### config.mk
export PLATFORM = sky130hd
export DESIGN_NAME = lsu_align
export DESIGN_NICKNAME = d
export VERILOG_FILES = /design/src/axi_pkg.sv /design/src/lsu_pkg.sv /design/src/lsu_align.sv
export SDC_FILE = /design/constraint.sdc
export NUM_CORES = 1
export LEC_CHECK = 0
export ABC_AREA = 1
export BUFFER_PORTS_ARGS = -buffer_cell sky130_fd_sc_hd__buf_2
export CELL_PAD_IN_SITES_DETAIL_PLACEMENT = 1
export CELL_PAD_IN_SITES_GLOBAL_PLACEMENT = 1
export CORE_UTILIZATION = 23
export DETAILED_ROUTE_END_ITERATION = 10
export PLACE_DENSITY_LB_ADDON = 0.25
export REMOVE_ABC_BUFFERS = 1
export SLEW_MARGIN = 20
export SYNTH_ARGS = -nofsm -noshare
export SYNTH_HDL_FRONTEND = slang
export SYNTH_SLANG_ARGS = --single-unit
### constraint.sdc
create_clock -name vclk -period 1.4
set_input_delay 0.07 -clock vclk [all_inputs]
set_output_delay 0.07 -clock vclk [all_outputs]
set_load 0.01 [all_outputs]
### src/axi_pkg.sv
`default_nettype none

package axi_pkg;

	// bresp / rresp encodings, exokay and decerr never produced here
	typedef enum logic [1:0] {
		OKAY   = 2'b00,
		SLVERR = 2'b10
	} axi_resp_e;

	// axsize, bytes per beat as log2
	typedef enum logic [2:0] {
		SIZE_1 = 3'b000,
		SIZE_2 = 3'b001,
		SIZE_4 = 3'b010
	} axi_size_e;

endpackage

`default_nettype wire

### src/lsu_pkg.sv
`default_nettype none

package lsu_pkg;

	localparam int DATA_W = 32;
	localparam int STRB_W = DATA_W / 8;
	localparam int REG_W  = 5;

	// bit 3 set for stores, low bits follow rv32 funct3
	typedef enum logic [3:0] {
		LB  = 4'h0,
		LH  = 4'h1,
		LW  = 4'h2,
		LBU = 4'h4,
		LHU = 4'h5,
		SB  = 4'h8,
		SH  = 4'h9,
		SW  = 4'ha
	} lsu_op_e;

	function automatic logic op_is_store(input lsu_op_e op);
		return op inside {SB, SH, SW};
	endfunction

	function automatic logic op_is_half(input lsu_op_e op);
		return op inside {LH, LHU, SH};
	endfunction

	function automatic logic op_is_word(input lsu_op_e op);
		return op inside {LW, SW};
	endfunction

endpackage

`default_nettype wire

### src/lsu_align.sv
`timescale 1ns/1ps
`default_nettype none

module lsu_align (
	input  lsu_pkg::lsu_op_e             op_i,
	input  logic [1:0]                   addr_lsb_i,
	input  logic [lsu_pkg::DATA_W-1:0]   wdata_i,
	input  logic [lsu_pkg::DATA_W-1:0]   rdata_i,
	output logic [lsu_pkg::DATA_W-1:0]   wdata_lane_o,
	output logic [lsu_pkg::STRB_W-1:0]   wstrb_o,
	output axi_pkg::axi_size_e           size_o,
	output logic                         misalign_o,
	output logic [lsu_pkg::DATA_W-1:0]   load_result_o
);
	import lsu_pkg::*;
	import axi_pkg::*;

	logic [DATA_W-1:0] rd_lane;

	// access size and natural alignment check
	always_comb begin
		if (op_is_word(op_i)) begin
			size_o = SIZE_4;
		end else if (op_is_half(op_i)) begin
			size_o = SIZE_2;
		end else begin
			size_o = SIZE_1;
		end
		// halfword on odd byte, word off a word boundary
		misalign_o = (op_is_half(op_i) && addr_lsb_i[0]) ||
			(op_is_word(op_i) && (addr_lsb_i != 2'b00));
	end

	// store data replicated so every lane holds the value
	always_comb begin
		case (op_i)
			SB: begin
				wdata_lane_o = {STRB_W{wdata_i[7:0]}};
				wstrb_o      = STRB_W'(1) << addr_lsb_i;
			end
			SH: begin
				wdata_lane_o = {(STRB_W / 2){wdata_i[15:0]}};
				// upper or lower half picked by addr bit 1
				wstrb_o      = STRB_W'(2'b11) << {addr_lsb_i[1], 1'b0};
			end
			SW: begin
				wdata_lane_o = wdata_i;
				wstrb_o      = '1;
			end
			default: begin
				// loads write nothing
				wdata_lane_o = '0;
				wstrb_o      = '0;
			end
		endcase
	end

	// addressed byte of the read word moved down to bit 0
	assign rd_lane = rdata_i >> {addr_lsb_i, 3'b000};

	always_comb begin
		case (op_i)
			LB:      load_result_o = {{(DATA_W - 8){rd_lane[7]}}, rd_lane[7:0]};
			LBU:     load_result_o = {{(DATA_W - 8){1'b0}}, rd_lane[7:0]};
			LH:      load_result_o = {{(DATA_W - 16){rd_lane[15]}}, rd_lane[15:0]};
			LHU:     load_result_o = {{(DATA_W - 16){1'b0}}, rd_lane[15:0]};
			LW:      load_result_o = rdata_i;
			default: load_result_o = '0;
		endcase
	end

endmodule

`default_nettype wire

Word-level counts from Yosys, hierarchy flattened
Index checks and enable logic that the tools add are counted.
Widths: inputs -> output; s select.
{"block": "word_totals", "ff_bits": 0, "latchBits": 0, "mem_bits_rw": 0, "romBits": 0, "inputBits": 70, "out_inout_bits": 72, "elab_cells": 22, "n_memories": 0}
{"block": "classes", "n_addsub": 0, "mul": 0, "div": 0, "n_lt_le_gt_ge": 0, "eq_ne": 7, "shifts": 3, "muxes": 5, "n_bitwise": 0, "reduce_logical": 7}
{"operator": "$pmux 32 s5", "n": 1}
{"operator": "$pmux 32 s3", "n": 1}
{"operator": "$shr 32x5->16", "n": 1}
{"operator": "$eq 4x4->1 const B", "n": 3}
{"operator": "$pmux 4 s3", "n": 1}
{"operator": "$eq 4x3->1 const B", "n": 2}
{"operator": "$eq 4x1->1 const B", "n": 1}
{"operator": "$eq 4x2->1 const B", "n": 1}
{"operator": "$logic_not 4->1", "n": 1}
{"operator": "$reduce_bool 2->1", "n": 2}
{"operator": "$shl 1x2->4 const A", "n": 1}
{"operator": "$shl 2x2->4 const A", "n": 1}
{"operator": "$reduce_bool 3->1", "n": 1}
{"operator": "$logic_and 1x1->1", "n": 2}
{"operator": "$mux 2", "n": 1}
{"operator": "$logic_or 1x1->1", "n": 1}
{"operator": "$mux 1", "n": 1}

Logic depth before layout (Yosys ltp)
{"block": "depth", "word_depth": 4, "depth_mapped": 8}

Worst setup path before layout
Ideal clock, no wire load.
{"block": "synth_timing", "path_type": "input port to output port", "start": "in addr_lsb_i[1]", "end": "out load_result_o[21] (netlist name)", "arrival_time_ns": 0.798, "required_ns": 1.330, "path_slack_ns": 0.532, "cell_stages": 7, "path_buffers": 2, "cell_sequence": "buf_6 -> inv_4 -> nand3_1 -> nand3_1 -> nand2_2 -> buf_6 -> nand3_1"}
{"block": "synth_between", "elab_chain_len": 2}
{"element": "from (decl)", "line_no": "lsu_align.sv:6", "text": "input logic [1:0] addr_lsb_i,"}
{"element": "$shr 32x5->16", "line_no": "lsu_align.sv:59", "text": "assign rd_lane = rdata_i >> {addr_lsb_i, 3'b000};"}
{"element": "$pmux 32 s5", "line_no": "lsu_align.sv:62", "text": "case (op_i)"}
{"element": "to (decl)", "line_no": "lsu_align.sv:13", "text": "output logic [lsu_pkg::DATA_W-1:0] load_result_o"}
Every way passes these cells.

Final worst setup path
{"block": "layout_timing", "start": "in addr_lsb_i[0]", "end": "out load_result_o[12] (netlist name)"}
The elaborated chain is that of the path after synthesis.

==> results by stage <==
Outcome:
- The flow ran to the end, and the final reports show no timing, DRC or antenna violations.

Synth:
- The portion of the post-synthesis area used by sequential elements is 0%.
- Synthesis produced 292 cells.
- The count of synthesis-stage warnings from yosys is 0.
- The post-synthesis area per instance is 4.78 um2.
- The count of distinct cell types in the synthesized netlist is 21.
- The total standard cell area after synthesis is 1400 um2.

Critical path:
- The logic depth of the worst path, buffers included is 9.
- The endpoint kind of the worst setup timing path is an output pin.
- At the worst endpoint, the arrival time is 1190 ps.
- STA classifies the critical path startpoint as a primary input.
- At the worst endpoint, the required time is 1330 ps.
- The top cell family by delay on the critical path is simple AND/OR/NAND/NOR gates.
- The peak per-stage delay on the critical path is 240 ps.
- The cell that appears most often on the critical path is sky130_fd_sc_hd__nand2_1.
- The kind of critical path is primary input to output pin.
- The number of buffers and inverters on the critical path is 3.
- The critical path goes through buf_2, inv_2, nand2_1, nand2_1, nand2_1, nand2_2, nand2_4, nand3_1, buf_2.
- On the critical path, the stage with the largest delay is an instance of sky130_fd_sc_hd__nand2_4.
- In this run the worst path has a maximum fanout of 24.
- The critical path startpoint is addr_lsb_i[0].

Hold path:
- The tightest min-delay check is of the primary input to output pin type.
- The hold-critical path endpoint is wdata_lane_o[23].
- The count of cells along the worst hold path is 4.
- The startpoint identified for the worst hold timing path is wdata_i[23].

Timing:
- The final total negative setup slack is 0 ps.
- Setup repair after global routing left no endpoint under its margin.
- The final number of max-transition violations is 0.
- In the finished design, the share of the clock period the worst path needs comes to 90.3%.
- The top achievable clock speed is 0.791 GHz.
- In the post-route analysis, the smallest setup slack over all paths is 135 ps.
- The hold violation total from the final report came to 0.
- The clock period could shrink to 1260 ps.
- The final count of negative-setup-slack endpoints is 0.
- The worst pin sits at a relative slew slack of 56.2%.
- Hold is met by 440 ps.
- The pin slew with the least headroom to its limit is 653 ps.

Detailed routing:
- Dividing the detail-routed wire length by the instance count gives 13.5 um.
- For this block, the routed nets add up to 6800 um of wire.
- For this run, design rule violations remaining after detail routing come to 0.
- The first detailed-routing pass took 5 iterations.
- Using the TritonRoute via totals, the vias-per-cell ratio works out to 4.94.
- The detailed router placed 2,480 vias in this run.
- Once detail routing completed, the nets flagged for antenna violations numbered 0.
- The number of DRC violations after detailed-routing iteration 0 is 80.

Cells and area:
- The growth of design area from synthesis to finish is 56.5%.
- In the final design database the tool counted 499 nets.
- The layout clock buffer count is 0.
- The area taken by flip-flops and latches is 0 um2.
- The area of all placed cells without fillers is 2180 um2.
- The design has 0 sequential cells.
- At the end of the flow the core is filled with cells to 37.1%.
- The total area of multi-input combinational cells is 1180 um2.
- The number of antenna diodes is 0.
- The filler cells instantiated in the layout total 940.
- The fraction of layout cells with a size suffix above 1 is 41.0%.

Power and ir drop:
- For this design the static power due to leakage is 1.45 nW.
- The internal power of the cells is 0.238 mW.
- The analysis attributes to net switching a power of 0.339 mW.
- The switching power as a share of total power is 58.8%.
- Per report_power, the clock group accounts for 0% of the total.
- The relative contribution of combinational cells to total power is 100.0%.
- VDD sags by at most 0.0945 mV.
- In this run, flip-flops and latches consume 0% of the power.
- The power density normalized to cell area is 264 nW/um2.

Floorplan:
- The initialized floorplan defines 28 standard-cell rows.
- Once the floorplan was initialized, standard cells occupied 23.7% of the core.
- The I/O pin count is 142.
- The floorplan step defined a die boundary enclosing 6380 um2.
- The floorplan die width is 79.9 um.
- The area of the core is 5890 um2.
- The die span in y is 79.9 um.

Global routing:
- The first global-routing pass estimated 10,800 um of wire.
- The number of antenna violations at the first check in global routing is 0.
- Global routing consumed, over all layers together, 20.4% of the routing resources.
- The number of global-route vias before repair came to 2,242.
- The pin count of the biggest net entering global routing is 33.
- The global-route congestion overflow total is 0.

Place:
- OpenSTA, run right after detailed placement, puts the worst setup slack at 137 ps.
- The detailed placement HPWL is 5620 um.
- Routability-driven placement finished with a final weighted congestion of 0.827.
- The count of buffers from port buffering is 141.
- Once placement finished, the instance area stood at 2180 um2.

Flow run:
- Max-cap violations in this run came to 0.

Clock network:
- In this run the post-CTS setup repair buffer count came out at 0.
- Post-CTS repair changed the size of 0 cells.
- Buffers inserted to repair hold after CTS numbered 0.
-- worst min-delay path: stages --
cell	delay (ps)
sky130_fd_sc_hd__buf_2	80
sky130_fd_sc_hd__nand2_1	40
sky130_fd_sc_hd__o31ai_1	50
sky130_fd_sc_hd__buf_2	130
-- worst max path at each step --
stage                   endpoint  slack (ps)
3_5_place_dp   load_result_o[23]         140
3_3_place_gp   load_result_o[23]         170
4_1_cts        load_result_o[12]         130
6_report       load_result_o[12]         140
5_1_grt        load_result_o[12]          10
2_1_floorplan  load_result_o[11]        -150
-- stage by stage --
stage | power (mW) | instances
floorplan | 0.258 | 272
global placement | 0.570 | 502
detailed placement | 0.581 | 502
CTS | 0.583 | 502
global route | 0.643 | 502
finish | 0.577 | 502
-- cell usage after synthesis --
library cell	instances	area (um2)
sky130_fd_sc_hd__a21oi_1	4	20.0
sky130_fd_sc_hd__buf_6	4	45.0
sky130_fd_sc_hd__nand3_2	7	70.1
sky130_fd_sc_hd__nor2_1	16	60.1
sky130_fd_sc_hd__buf_2	12	60.1
sky130_fd_sc_hd__o211ai_1	14	105
sky130_fd_sc_hd__clkbuf_1	1	3.75
sky130_fd_sc_hd__inv_1	18	67.6
sky130_fd_sc_hd__nand3_1	67	335
sky130_fd_sc_hd__o31ai_1	1	7.51
sky130_fd_sc_hd__nand4_1	7	43.8
sky130_fd_sc_hd__nand2_4	1	11.3
sky130_fd_sc_hd__nand2_1	116	435
sky130_fd_sc_hd__buf_4	3	22.5
sky130_fd_sc_hd__o21ai_1	8	40.0
sky130_fd_sc_hd__o21ai_0	1	5.00
sky130_fd_sc_hd__inv_4	1	6.26
sky130_fd_sc_hd__inv_2	4	15.0
sky130_fd_sc_hd__nand2_2	4	25.0
sky130_fd_sc_hd__nor2_2	2	12.5
sky130_fd_sc_hd__conb_1	1	3.75
-- kinds of logic (layout without fill, tap and decap cells) --
group / after synthesis / count (layout) / share of synthesized area (%)
other cells: 1 / 1 / 0.269
buf+inv: 43 / 178 / 15.8
simple gates: 220 / 220 / 71.2
compound gates: 28 / 28 / 12.7
-- final cells by class --
class / instances / share of cell area, %
inverters: 23 / 4.07
well taps: 75 / 4.30
multi-input cells: 249 / 53.9
repair buffers: 155 / 37.7
-- power groups by stage --
stage / Sequential, mW / Combinational (mW) / Clock, mW
floorplan: 0 / 0.258 / 0
global route: 0 / 0.643 / 0
global placement: 0 / 0.570 / 0
detailed placement: 0 / 0.581 / 0
finish: 0 / 0.577 / 0
CTS: 0 / 0.583 / 0
-- placed cells by master (no fill, tap or decap), drive strengths merged --
master and count:
a21oi 4, buf 155, conb 1, inv 23, nand2 121, nand3 74
nand4 7, nor2 18, o211ai 14, o21ai 9, o31ai 1
-- per-layer routing --
layer	track usage, %	vias to the layer above	wire (um)
li1	-	1246	-
met4	1.61	0	46
met5	0	-	0
met3	0.686	4	317
met2	36.9	73	3390
met1	27.7	1157	3040
(Power assumes the default switching activity.)
