<file path="src/axi_pkg.sv">
`default_nettype none

package axi_pkg;

	// bresp / rresp encodings, exokay and decerr never produced here
	typedef enum logic [1:0] {
		OKAY   = 2'b00,
		SLVERR = 2'b10
	} axi_resp_e;

	// axsize, bytes per beat as log2
	typedef enum logic [2:0] {
		SIZE_1 = 3'b000,
		SIZE_2 = 3'b001,
		SIZE_4 = 3'b010
	} axi_size_e;

endpackage

`default_nettype wire

</file>
<file path="src/lsu_pkg.sv">
`default_nettype none

package lsu_pkg;

	localparam int DATA_W = 32;
	localparam int STRB_W = DATA_W / 8;
	localparam int REG_W  = 5;

	// bit 3 set for stores, low bits follow rv32 funct3
	typedef enum logic [3:0] {
		LB  = 4'h0,
		LH  = 4'h1,
		LW  = 4'h2,
		LBU = 4'h4,
		LHU = 4'h5,
		SB  = 4'h8,
		SH  = 4'h9,
		SW  = 4'ha
	} lsu_op_e;

	function automatic logic op_is_store(input lsu_op_e op);
		return op inside {SB, SH, SW};
	endfunction

	function automatic logic op_is_half(input lsu_op_e op);
		return op inside {LH, LHU, SH};
	endfunction

	function automatic logic op_is_word(input lsu_op_e op);
		return op inside {LW, SW};
	endfunction

endpackage

`default_nettype wire

</file>
<file path="src/lsu_ctrl.sv">
`timescale 1ns/1ps
`default_nettype none

module lsu_ctrl #(
	parameter int ADDR_W = 32
) (
	input  logic                         clock,
	input  logic                         rstn,
	// request from execute
	input  logic                         req_valid_i,
	output logic                         req_ready_o,
	input  lsu_pkg::lsu_op_e             req_op_i,
	input  logic [ADDR_W-1:0]            req_addr_i,
	input  logic [lsu_pkg::DATA_W-1:0]   req_wdata_i,
	input  logic [lsu_pkg::REG_W-1:0]    req_rd_i,
	// completion
	output logic                         resp_valid_o,
	output logic [lsu_pkg::DATA_W-1:0]   resp_rdata_o,
	output logic [lsu_pkg::REG_W-1:0]    resp_rd_o,
	output logic                         resp_err_o,
	// axi4-lite master
	output logic [ADDR_W-1:0]            awaddr_o,
	output axi_pkg::axi_size_e           awsize_o,
	output logic                         awvalid_o,
	input  logic                         awready_i,
	output logic [lsu_pkg::DATA_W-1:0]   wdata_o,
	output logic [lsu_pkg::STRB_W-1:0]   wstrb_o,
	output logic                         wvalid_o,
	input  logic                         wready_i,
	input  axi_pkg::axi_resp_e           bresp_i,
	input  logic                         bvalid_i,
	output logic                         bready_o,
	output logic [ADDR_W-1:0]            araddr_o,
	output axi_pkg::axi_size_e           arsize_o,
	output logic                         arvalid_o,
	input  logic                         arready_i,
	input  logic [lsu_pkg::DATA_W-1:0]   rdata_i,
	input  axi_pkg::axi_resp_e           rresp_i,
	input  logic                         rvalid_i,
	output logic                         rready_o,
	// aligner
	output lsu_pkg::lsu_op_e             op_o,
	output logic [1:0]                   addr_o,
	output logic [lsu_pkg::DATA_W-1:0]   wdata_raw_o,
	output logic [lsu_pkg::DATA_W-1:0]   rdata_raw_o,
	input  logic [lsu_pkg::DATA_W-1:0]   wdata_lane_i,
	input  logic [lsu_pkg::STRB_W-1:0]   wstrb_i,
	input  axi_pkg::axi_size_e           size_i,
	input  logic                         misalign_i,
	input  logic [lsu_pkg::DATA_W-1:0]   load_result_i
);
	import lsu_pkg::*;
	import axi_pkg::*;

	typedef enum logic [1:0] {IDLE, ADDR, RESP, DONE} state_e;

	state_e            state_q, state_d;
	lsu_op_e           op_q;
	logic [ADDR_W-1:0] addr_q;
	logic [DATA_W-1:0] wdata_q;
	logic [DATA_W-1:0] rdata_q;
	logic [REG_W-1:0]  rd_q;
	logic              aw_done_q, w_done_q, err_q;
	logic              is_store;
	logic              req_hs, aw_hs, w_hs, ar_hs, b_hs, r_hs;
	logic              wr_sent;

	assign is_store = op_is_store(op_q);

	assign req_ready_o = (state_q == IDLE);
	assign req_hs      = req_valid_i & req_ready_o;

	// misaligned requests never reach the bus
	assign awvalid_o = (state_q == ADDR) && is_store && !misalign_i && !aw_done_q;
	assign wvalid_o  = (state_q == ADDR) && is_store && !misalign_i && !w_done_q;
	assign arvalid_o = (state_q == ADDR) && !is_store && !misalign_i;
	assign bready_o  = (state_q == RESP) && is_store;
	assign rready_o  = (state_q == RESP) && !is_store;

	assign aw_hs = awvalid_o & awready_i;
	assign w_hs  = wvalid_o & wready_i;
	assign ar_hs = arvalid_o & arready_i;
	assign b_hs  = bvalid_i & bready_o;
	assign r_hs  = rvalid_i & rready_o;

	// aw and w may land in different cycles
	assign wr_sent = (aw_done_q | aw_hs) & (w_done_q | w_hs);

	// payload straight from latched request and aligner
	assign awaddr_o    = addr_q;
	assign araddr_o    = addr_q;
	assign awsize_o    = size_i;
	assign arsize_o    = size_i;
	assign wdata_o     = wdata_lane_i;
	assign wstrb_o     = wstrb_i;
	assign op_o        = op_q;
	assign addr_o      = addr_q[1:0];
	assign wdata_raw_o = wdata_q;
	assign rdata_raw_o = rdata_q;

	always_comb begin
		state_d = state_q;
		case (state_q)
			IDLE: begin
				if (req_hs) begin
					state_d = ADDR;
				end
			end
			ADDR: begin
				if (misalign_i) begin
					state_d = DONE;
				end else if (is_store ? wr_sent : ar_hs) begin
					state_d = RESP;
				end
			end
			RESP: begin
				if (is_store ? b_hs : r_hs) begin
					state_d = DONE;
				end
			end
			default: begin
				// single done pulse then back to idle
				state_d = IDLE;
			end
		endcase
	end

	always_ff @(posedge clock) begin
		if (!rstn) begin
			state_q   <= IDLE;
			aw_done_q <= 1'b0;
			w_done_q  <= 1'b0;
			err_q     <= 1'b0;
		end else begin
			state_q <= state_d;
			if (req_hs) begin
				aw_done_q <= 1'b0;
				w_done_q  <= 1'b0;
				err_q     <= 1'b0;
			end else begin
				if (aw_hs) begin
					aw_done_q <= 1'b1;
				end
				if (w_hs) begin
					w_done_q <= 1'b1;
				end
				if ((state_q == ADDR) && misalign_i) begin
					err_q <= 1'b1;
				end
				if (b_hs) begin
					err_q <= (bresp_i == SLVERR);
				end
				if (r_hs) begin
					err_q <= (rresp_i == SLVERR);
				end
			end
		end
	end

	// request fields and read word
	always_ff @(posedge clock) begin
		if (req_hs) begin
			op_q    <= req_op_i;
			addr_q  <= req_addr_i;
			wdata_q <= req_wdata_i;
			rd_q    <= req_rd_i;
		end
		if (r_hs) begin
			rdata_q <= rdata_i;
		end
	end

	assign resp_valid_o = (state_q == DONE);
	// stores and failed accesses report zero
	assign resp_rdata_o = (is_store || err_q) ? '0 : load_result_i;
	assign resp_rd_o    = rd_q;
	assign resp_err_o   = err_q;

	// valid and payload held until the slave takes them
	a_aw_hold: assert property (@(posedge clock) disable iff (!rstn)
		(awvalid_o && !awready_i) |=> (awvalid_o && $stable(awaddr_o)));
	a_w_hold: assert property (@(posedge clock) disable iff (!rstn)
		(wvalid_o && !wready_i) |=> (wvalid_o && $stable(wdata_o) && $stable(wstrb_o)));
	a_ar_hold: assert property (@(posedge clock) disable iff (!rstn)
		(arvalid_o && !arready_i) |=> (arvalid_o && $stable(araddr_o)));

endmodule

`default_nettype wire

</file>
<file path="config.mk">
export PLATFORM = sky130hd
export DESIGN_NAME = lsu_ctrl
export DESIGN_NICKNAME = d
export VERILOG_FILES = /design/src/axi_pkg.sv /design/src/lsu_pkg.sv /design/src/lsu_ctrl.sv
export SDC_FILE = /design/constraint.sdc
export NUM_CORES = 1
export LEC_CHECK = 0
export BUFFER_PORTS_ARGS = -buffer_cell sky130_fd_sc_hd__buf_2
export CAP_MARGIN = 20
export CORE_AREA = 4 4 159 161
export DETAILED_ROUTE_END_ITERATION = 10
export DIE_AREA = 0 0 163 165
export PLACE_DENSITY = 0.48
export SYNTH_ARGS = -nofsm -noshare
export SYNTH_HDL_FRONTEND = slang
export SYNTH_SLANG_ARGS = --single-unit
</file>
<file path="constraint.sdc">
create_clock -name clock -period 4.2 [get_ports clock]
set_input_delay 0.84 -clock clock [delete_from_list [all_inputs] [get_ports clock]]
set_output_delay 0.84 -clock clock [all_outputs]
set_load 0.03 [all_outputs]
</file>
# Word level (Yosys, flattened, before mapping)
# Index checks and enable logic that the tools add are counted.
# classes
n_addsub	0
n_mul	0
n_div	0
magnitude_cmp	0
eq_ne	11
shifts	0
n_mux	11
bitwise	10
reduce_logical	19
# ops
cell	count
$mux 32	1
$eq 4x4->1 const B	3
$logic_and 1x1->1	9
$eq 2x2->1 const B	4
$mux 2	4
$and 1x1->1	7
$pmux 2 s3	1
$reduce_bool 3->1	2
$mux 1	5
$logic_not 1->1	4
$ne 2x1->1 const B	2
$ne 3x2->1 const B	1
$reduce_and 3->1	1
$eq 2x1->1 const B	1
$logic_not 2->1	1
$or 1x1->1	2
$reduce_or 2->1	1
$logic_or 1x1->1	1
$not 1->1	1
# word_totals
regBits	110
latchBits	0
ramBits	0
mem_bits_ro	0
inputBits	189
elab_cells	60
n_memories	0

# Longest topological paths before layout
# Gate-level depths: netlist of the first run.
# logic_depth
depth_word	12
mapped_depth	7

# Least setup slack after synthesis of the first run
# OpenSTA, ideal clock, no wires.
# synth_path
path_kind	register -> register
start	register state_q[0]
end	register aw_done_q
setup_ns	0.117
arrival_time_ns	2.917
required_time_ns	4.083
setup_slack_ns	1.167
path_stages_with_launch	6
n_path_buf	0
cell_sequence	dfxtp_1 -> inv_1 -> ha_1 -> and2_1 -> nand2b_1 -> nor2_1
# synth_lines
item	line_no	source
start: declaration	lsu_ctrl.sv:57	state_e state_q, state_d;
start signal: assignment	lsu_ctrl.sv:135	state_q <= state_d;
$logic_not 2->1	lsu_ctrl.sv:70	assign req_ready_o = (state_q == IDLE);
net req_ready_o	lsu_ctrl.sv:11	output logic req_ready_o,
$and 1x1->1	lsu_ctrl.sv:71	assign req_hs = req_valid_i & req_ready_o;
net req_hs	lsu_ctrl.sv:65	logic req_hs, aw_hs, w_hs, ar_hs, b_hs, r_hs;
$reduce_or 2->1 (no source line)	-	
end signal: assignment	lsu_ctrl.sv:131	aw_done_q <= 1'b0;
end signal: assignment	lsu_ctrl.sv:137	aw_done_q <= 1'b0;
end signal: assignment	lsu_ctrl.sv:142	aw_done_q <= 1'b1;
end: declaration	lsu_ctrl.sv:63	logic aw_done_q, w_done_q, err_q;
# The timed path passes the listed nets, and every way through them passes these cells.
# A chain may end at the register's enable or synchronous reset.

# Worst setup path in the final report of the first run
# layout_path
start	register op_q[3], in the netlist op_o[3]
end	output port resp_rdata_o[4] in the netlist's numbering
# layout_via
elab_chain_cells	4
# layout_rtl
item	line_no	source
start: declaration	lsu_ctrl.sv:58	lsu_op_e op_q;
start signal: assignment	lsu_ctrl.sv:163	op_q <= req_op_i;
$eq 4x4->1	lsu_pkg.sv:22	return op inside {SB, SH, SW};
$reduce_bool 3->1 (*)	lsu_pkg.sv:22	
$logic_or 1x1->1 (*)	lsu_ctrl.sv:175	assign resp_rdata_o = (is_store || err_q) ? '0 : load_result_i;
$mux 32 (*)	lsu_ctrl.sv:175	
end: declaration	lsu_ctrl.sv:18	output logic [lsu_pkg::DATA_W-1:0] resp_rdata_o,
# Every way passes the cells marked *; elsewhere a longest branch is shown, timed or not.

==> metrics, run 1 <==
Die H=165 um; RSZ-0062 raised after global routing=false; setup slack after placement=1.62 ns; clk slew on worst S/H paths=0.07 ns; WP data required=3.36 ns; 1st-iter DRT viols=126; H-tree levels=3; vias in the first global route=3,099; Avg Inst Size Synth=16.4 sq um; dominant synthesized flop cell=edfxtp_1; drt pass-1 iters=4; status=finished clean; setup ws final=1.51 ns; DRC errors left=0; Post-CTS Setup Inserts=0; Worst Setup End Kind=output pin; DRT antenna net count=0; Final Max Tran Viols=0; Initial Util=0.184; sequential area share after synthesis=0.738; async set-reset flop share out of synthesis=0; TritonCTS clock tree=yes; min Tclk post-route=2.69 ns; final setup vio count=0; Crit Path Class=reg2out; gr usage total=0.0913; maximum fanout along the worst path=32; Cell Area, Synth=4410 sq um; DR vias/cell=3.56; Area Overhead vs Synth=39.8%; register bit total from synthesis=110; fin crit share=0.641; cell count after synthesis=269; Avg WL per Cell=15.2 um; root buffer cell=clkbuf_16; routability cong.=0.710; Worst Skew=0.0156 ns; Post-CTS Resized=0; DIE WIDTH=163 um; layout cell share with drive strength beyond 1=0.664; post-synth cell types=27; slew margin rel.=0.400; HPWL after DPL=10,500 um; main area contributors after synthesis=edfxtp_1, buf_4, and2_1; leakage=2.73 nW; largest net degree at the start of global routing=66; worst min path class=reg2reg; fill count=2,543; Max-cap violations=0; Rows=57; nets=724; clk_lat worst skew=0.36 ns; die footprint=26,900 sq um; Max Freq=0.372 GHz; pin slew with the least headroom to its limit=0.900 ns; I/O pin total=410; maximum clock insertion buffer count=2; CTS Hold Bufs=0; routed via count=3,057; initial antenna violation count=3; Diodes inserted=0; most common cell after layout, fill and taps aside=buf_2; Arr. time, crit path=1.85 ns; CTS Buf Count=9; Hold Vio Cnt, Final=0; final core area utilization=0.257; drt total wl=13,100 um; area share of the largest cell type after synthesis=0.715; Syn. warnings=0; Core Area=24,000 sq um; Port Buf Inserts=328; startpoint types=register; Overflow after GRT=0; PwrDens=632 nW/um^2; global-route wire length before repair=17,900 um; number of flops mapped to enable cells by yosys=105; Syn Nets=463; most frequent cells in the layout=buf_2, edfxtp_1, and2_1; Setup TNS Final=0 ns; Max VDD drop=0.198 mV; cell accounting for the most synthesized area=edfxtp_1; CTS sink cnt=110
[cells in the mapped netlist, types with 2 or more instances]
cell,instances
clkbuf_1,3
dfxtp_1,5
nor2_1,7
edfxtp_1,105
and2_1,33
nor2b_1,2
nand2_1,5
a31oi_1,2
nand2b_1,4
buf_4,76
nand4_1,2
mux2i_1,5
inv_1,2
ha_1,5
[power breakdown]
group          switching, mW  internal [mW]
logic                   1.08          0.383
registers             0.0843           1.48
clock network          0.446          0.421
total                   1.61           2.29
[layout make-up]
| type | instances | area, sq um | area share |
|---|---|---|---|
| inverter | 2 | 7.51 | 0.00122 |
| clock inverter | 6 | 63.8 | 0.0104 |
| multi-input combinational | 77 | 549 | 0.0891 |
| sequential | 110 | 3250 | 0.528 |
| clock buffer | 10 | 229 | 0.0371 |
| timing repair buffer | 330 | 1660 | 0.269 |
| tap | 324 | 405 | 0.0658 |
[worst paths after layout]
kind	startpoint	to	slack, ns	cells after the start
max reg2reg	state_q[1]$_SDFFE_PN0P_	araddr_o[13]$_DFFE_PP_	2.20	4
min	aw_done_q$_SDFFE_PP0P_	aw_done_q$_SDFFE_PP0P_	0.51	2
max	op_o[3]$_DFFE_PP_	resp_rdata_o[4]	1.51	5
min reg2reg	aw_done_q$_SDFFE_PP0P_	aw_done_q$_SDFFE_PP0P_	0.51	2
[critical path, stage by stage, from the launching register on]
cell,delay [ns]
edfxtp_1,0.38
nor2b_4,0.15
and2_4,0.19
nor2_4,0.38
and2_1,0.20
buf_2,0.19
[cell families after synthesis]
logic type / count (synthesis) / synth area share
mux: 5 / 0.0114
fa+ha+maj: 5 / 0.0142
compound gates: 7 / 0.0150
buf+inv: 82 / 0.138
simple gates: 60 / 0.0834
flops: 110 / 0.738
[per-stage QoR]
stage / power, mW / std cells / hold slack [ns] / instance area, sq um
2_1_floorplan: 2.76 / 269 / 0.460 / 4410
3_3_place_gp: 3.08 / 843 / 0.482 / 5870
3_5_place_dp: 3.09 / 843 / 0.485 / 5870
4_1_cts: 3.99 / 859 / 0.505 / 6160
5_1_grt: 4.11 / 859 / 0.538 / 6160
6_report: 3.90 / 859 / 0.506 / 6160
[routing by layer]
metal | up-vias | routed length, um | GRT usage
met5 | - | 41 | 0
met4 | 6 | 141 | 0.0244
met3 | 20 | 1730 | 0.0457
met2 | 254 | 6770 | 0.171
met1 | 1393 | 4380 | 0.0887
li1 | 1384 | - | -
[state kept, by name (all words and copies together) (netlist names)]
signal and flops:
resp_rd_o 5, resp_err_o 1, w_done_q 1, wdata_raw_o 32
aw_done_q 1, rdata_raw_o 32, op_o 4, araddr_o 32
state_q 2
Note: power is estimated with default switching activity, not from simulation.
==> run 2, diff against run 1 <==
--- a/config.mk
+++ b/config.mk
@@ -5,12 +5,13 @@
 export SDC_FILE = /design/constraint.sdc
 export NUM_CORES = 1
 export LEC_CHECK = 0
+export ABC_AREA = 1
 export BUFFER_PORTS_ARGS = -buffer_cell sky130_fd_sc_hd__buf_2
 export CAP_MARGIN = 20
-export CORE_AREA = 4 4 159 161
+export CORE_AREA = 4 4 155 157
 export DETAILED_ROUTE_END_ITERATION = 10
-export DIE_AREA = 0 0 163 165
-export PLACE_DENSITY = 0.48
+export DIE_AREA = 0 0 159 161
+export PLACE_DENSITY = 0.51
 export SYNTH_ARGS = -nofsm -noshare
 export SYNTH_HDL_FRONTEND = slang
 export SYNTH_SLANG_ARGS = --single-unit
==> constraint.sdc (replaced) <==
create_clock -name clock -period 2.75 [get_ports clock]
set_input_delay 0.55 -clock clock [delete_from_list [all_inputs] [get_ports clock]]
set_output_delay 0.55 -clock clock [all_outputs]
set_load 0.03 [all_outputs]
==> metrics, run 2 <==
status=finished clean (unchanged); fin area=6440 sq um (was 6160 sq um); initial antenna violation count=2 (was 3); drt pass-1 iters=5 (was 4); Hold Crit Start=req_wdata_i[20] (was aw_done_q$_SDFFE_PP0P_); cell count after synthesis=324 (was 269); DRC errors left=0 (unchanged); min Tclk post-route=2.44 ns; DR vias/cell=3.65 (was 3.56); Avg WL per Cell=16.0 um (was 15.2 um); root buffer cell=clkbuf_16 (unchanged); leakage=3.00 nW (was 2.73 nW); die footprint=25,600 sq um (was 26,900 sq um); DRT antenna net count=0 (unchanged); FF-to-FF setup slack=1.01 ns (was 2.20 ns); routed via count=3,211 (was 3,057); R2R cell count=8 (was 4); Hold Vio Cnt, Final=0 (unchanged); sequential group share of total power=0.384 (was 0.402); gr usage total=0.103 (was 0.0913); CTS Hold Bufs=0 (unchanged); Storage cell area=3250 sq um (unchanged); Synth Area in Adders=0.0132 (was 0.0142); Max Freq=0.410 GHz; R2R Path End=resp_err_o$_SDFFE_PP0P_ (was araddr_o[13]$_DFFE_PP_); Port Buf Inserts=328 (unchanged); startpoint types=register (unchanged); Psw=2.66 mW (was 1.61 mW); area share of the largest cell type after synthesis=0.667 (was 0.715); main combinational cell family by area after synthesis=buffers and inverters (unchanged); fin crit share=0.887; Max VDD drop=0.359 mV (was 0.198 mV); clk_lat worst skew=0.35 ns (was 0.36 ns); switching part of the total=0.430 (was 0.413); Design Power=6.19 mW (was 3.90 mW); dpl cells=862 (was 843); post-synthesis xor/xnor area fraction=0 (unchanged); Synth Area in Compound Gates=0.00979 (was 0.0150); cell accounting for the most synthesized area=edfxtp_1 (unchanged); Avg Inst Size Synth=14.6 sq um (was 16.4 sq um); number of flops mapped to enable cells by yosys=105 (unchanged); most frequent cell after synthesis=edfxtp_1 (unchanged); layout cell share with drive strength beyond 1=0.661 (was 0.664); most common cell after layout, fill and taps aside=buf_2 (unchanged); hold path endpoint=wdata_raw_o[20]$_DFFE_PP_ (was aw_done_q$_SDFFE_PP0P_); WHS Path Cells=1 (was 2); most frequent cells in the layout=buf_2, edfxtp_1, inv_1 (was buf_2, edfxtp_1, and2_1); Crit Path Class=reg2out (unchanged); CTS sink cnt=110 (unchanged); drt total wl=14,000 um (was 13,100 um); Max-cap violations=0 (unchanged); register bit total from synthesis=110 (unchanged); WP data required=2.20 ns (was 3.36 ns); internal power=3.53 mW (was 2.29 mW); Worst Setup End Kind=output pin (unchanged); Post-DP Area=6140 sq um (was 5870 sq um); maximum fanout along the worst path=10 (was 32); clk slew on worst S/H paths=0.08 ns (was 0.07 ns); DIE WIDTH=159 um (was 163 um); routability cong.=0.791 (was 0.710); mux contribution to synthesized area=0 (was 0.0114); Initial Util=0.210 (was 0.184); global-route wire length before repair=19,800 um (was 17,900 um); Cell Area, Synth=4730 sq um (was 4410 sq um); Area Overhead vs Synth=36.3% (was 39.8%); fill count=2,332 (was 2,543); slew margin rel.=0.591 (was 0.400); PwrDens=960 nW/um^2 (was 632 nW/um^2); Clock Power Share=0.213 (was 0.223); HPWL after DPL=11,600 um (was 10,500 um); Die H=161 um (was 165 um); Syn. warnings=0 (unchanged); simple-gate area share of the yosys netlist=0.114 (was 0.0834); commonest cells in the netlist=edfxtp_1, buf_4, inv_1 (was edfxtp_1, buf_4, and2_1); Overflow after GRT=0 (unchanged); main area contributors after synthesis=edfxtp_1, buf_4, nor2_4 (was edfxtp_1, buf_4, and2_1); Post-CTS Resized=0 (unchanged); Syn Nets=518 (was 463); Worst Skew=0.00780 ns (was 0.0156 ns); maximum clock insertion buffer count=2 (unchanged); async set-reset flop share out of synthesis=0 (unchanged); RSZ-0062 raised after global routing=false (unchanged); final setup vio count=0 (unchanged); nets=782 (was 724); sequential area share after synthesis=0.688 (was 0.738); Rows=55 (was 57); Core Area=22,500 sq um (was 24,000 sq um); worst min path class=in2reg (was reg2reg); H-tree levels=3 (unchanged); I/O pin total=410 (unchanged); Logic pwr share=0.403 (was 0.375); vias in the first global route=3,279 (was 3,099); pin slew with the least headroom to its limit=0.613 ns (was 0.900 ns); area occupied by multi-input gates=649 sq um (was 549 sq um); CTS Buf Count=9 (unchanged); Crit Reg-Reg Startpoint=state_q[0]$_SDFFE_PN0P_ (was state_q[1]$_SDFFE_PN0P_); Post-CTS Setup Inserts=0 (unchanged); TritonCTS clock tree=yes (unchanged); Non-Filler Instances=879 (was 859); post-synth cell types=22 (was 27); Final Max Tran Viols=0 (unchanged); 1st-iter DRT viols=110 (was 126); dominant synthesized flop cell=edfxtp_1 (unchanged); Arr. time, crit path=1.89 ns (was 1.85 ns); largest net degree at the start of global routing=46 (was 66); Setup TNS Final=0 ns (unchanged)
## run 2: changes by cell type in the layout (fill, tap and decap cells not counted), sizes merged, moves of 5 or more
cell,previous run,this run
nor2,8,44
and2,34,0
mux2i,5,0
nand2,6,15
nand3,0,8
inv,5,50
## run 2: area by class of cell
cell class	instances	share of cell area
sequential	110	0.505
clock inverter	7	0.0120
tap	285	0.0553
antenna	1	0.000388
timing repair buffer	333	0.262
inverter	50	0.0293
clock buffer	9	0.0349
multi-input combinational	84	0.101
## run 2: metal layers
layer	share of wire	wire length [um]	up-vias	GRT usage
met1	0.33	4690	1442	0.0998
met3	0.12	1690	32	0.0536
met2	0.52	7330	223	0.185
li1	-	-	1510	-
met5	0.0023	32	-	0
met4	0.021	301	4	0.0410
## run 2: worst max-delay path: stages (launching register included)
cell and delay [ns]:
edfxtp_1 0.41, inv_1 0.08, nand2_2 0.06, nor2_4 0.17, or2_4 0.31, buf_4 0.29
nor2_4 0.04, buf_2 0.17
## run 2: power by group through the flow
stage	logic [mW]	registers (mW)	clock network, mW
floorplan	1.44	3.02	0
global placement	2.54	2.41	0
detailed placement	2.54	2.42	0
CTS	2.54	2.38	1.38
global route	2.64	2.42	1.43
finish	2.50	2.38	1.32
## run 2: kinds of logic (layout without fill, tap and decap cells)
kind of cell,Yosys count,after routing
buf+inv,130,399
flops,110,110
simple gates,71,71
compound gates,8,8
fa+ha+maj,5,5
other cells,0,1
## run 2: worst max-delay path by stage
stage                                        to  slack, ns  cells after the start                    start
after floorplan           araddr_o[0]$_DFFE_PP_      0.007                      4  state_q[0]$_SDFFE_PN0P_
after global placement         resp_rdata_o[22]       0.70                      7        op_o[2]$_DFFE_PP_
after detailed placement       resp_rdata_o[22]       0.65                      7        op_o[2]$_DFFE_PP_
after CTS                      resp_rdata_o[22]       0.27                      7        op_o[2]$_DFFE_PP_
after global routing           resp_rdata_o[12]       0.20                      7        op_o[2]$_DFFE_PP_
final                          resp_rdata_o[22]       0.31                      7        op_o[2]$_DFFE_PP_
## run 2: per-stage QoR
stage	setup WS [ns]	hold WS [ns]	utilization
finish	0.312	0.359	0.286
global route	0.204	0.338	0.286
CTS	0.266	0.343	0.286
detailed placement	0.655	0.472	0.273
global placement	0.695	0.483	0.273
floorplan	0.00740	0.449	-
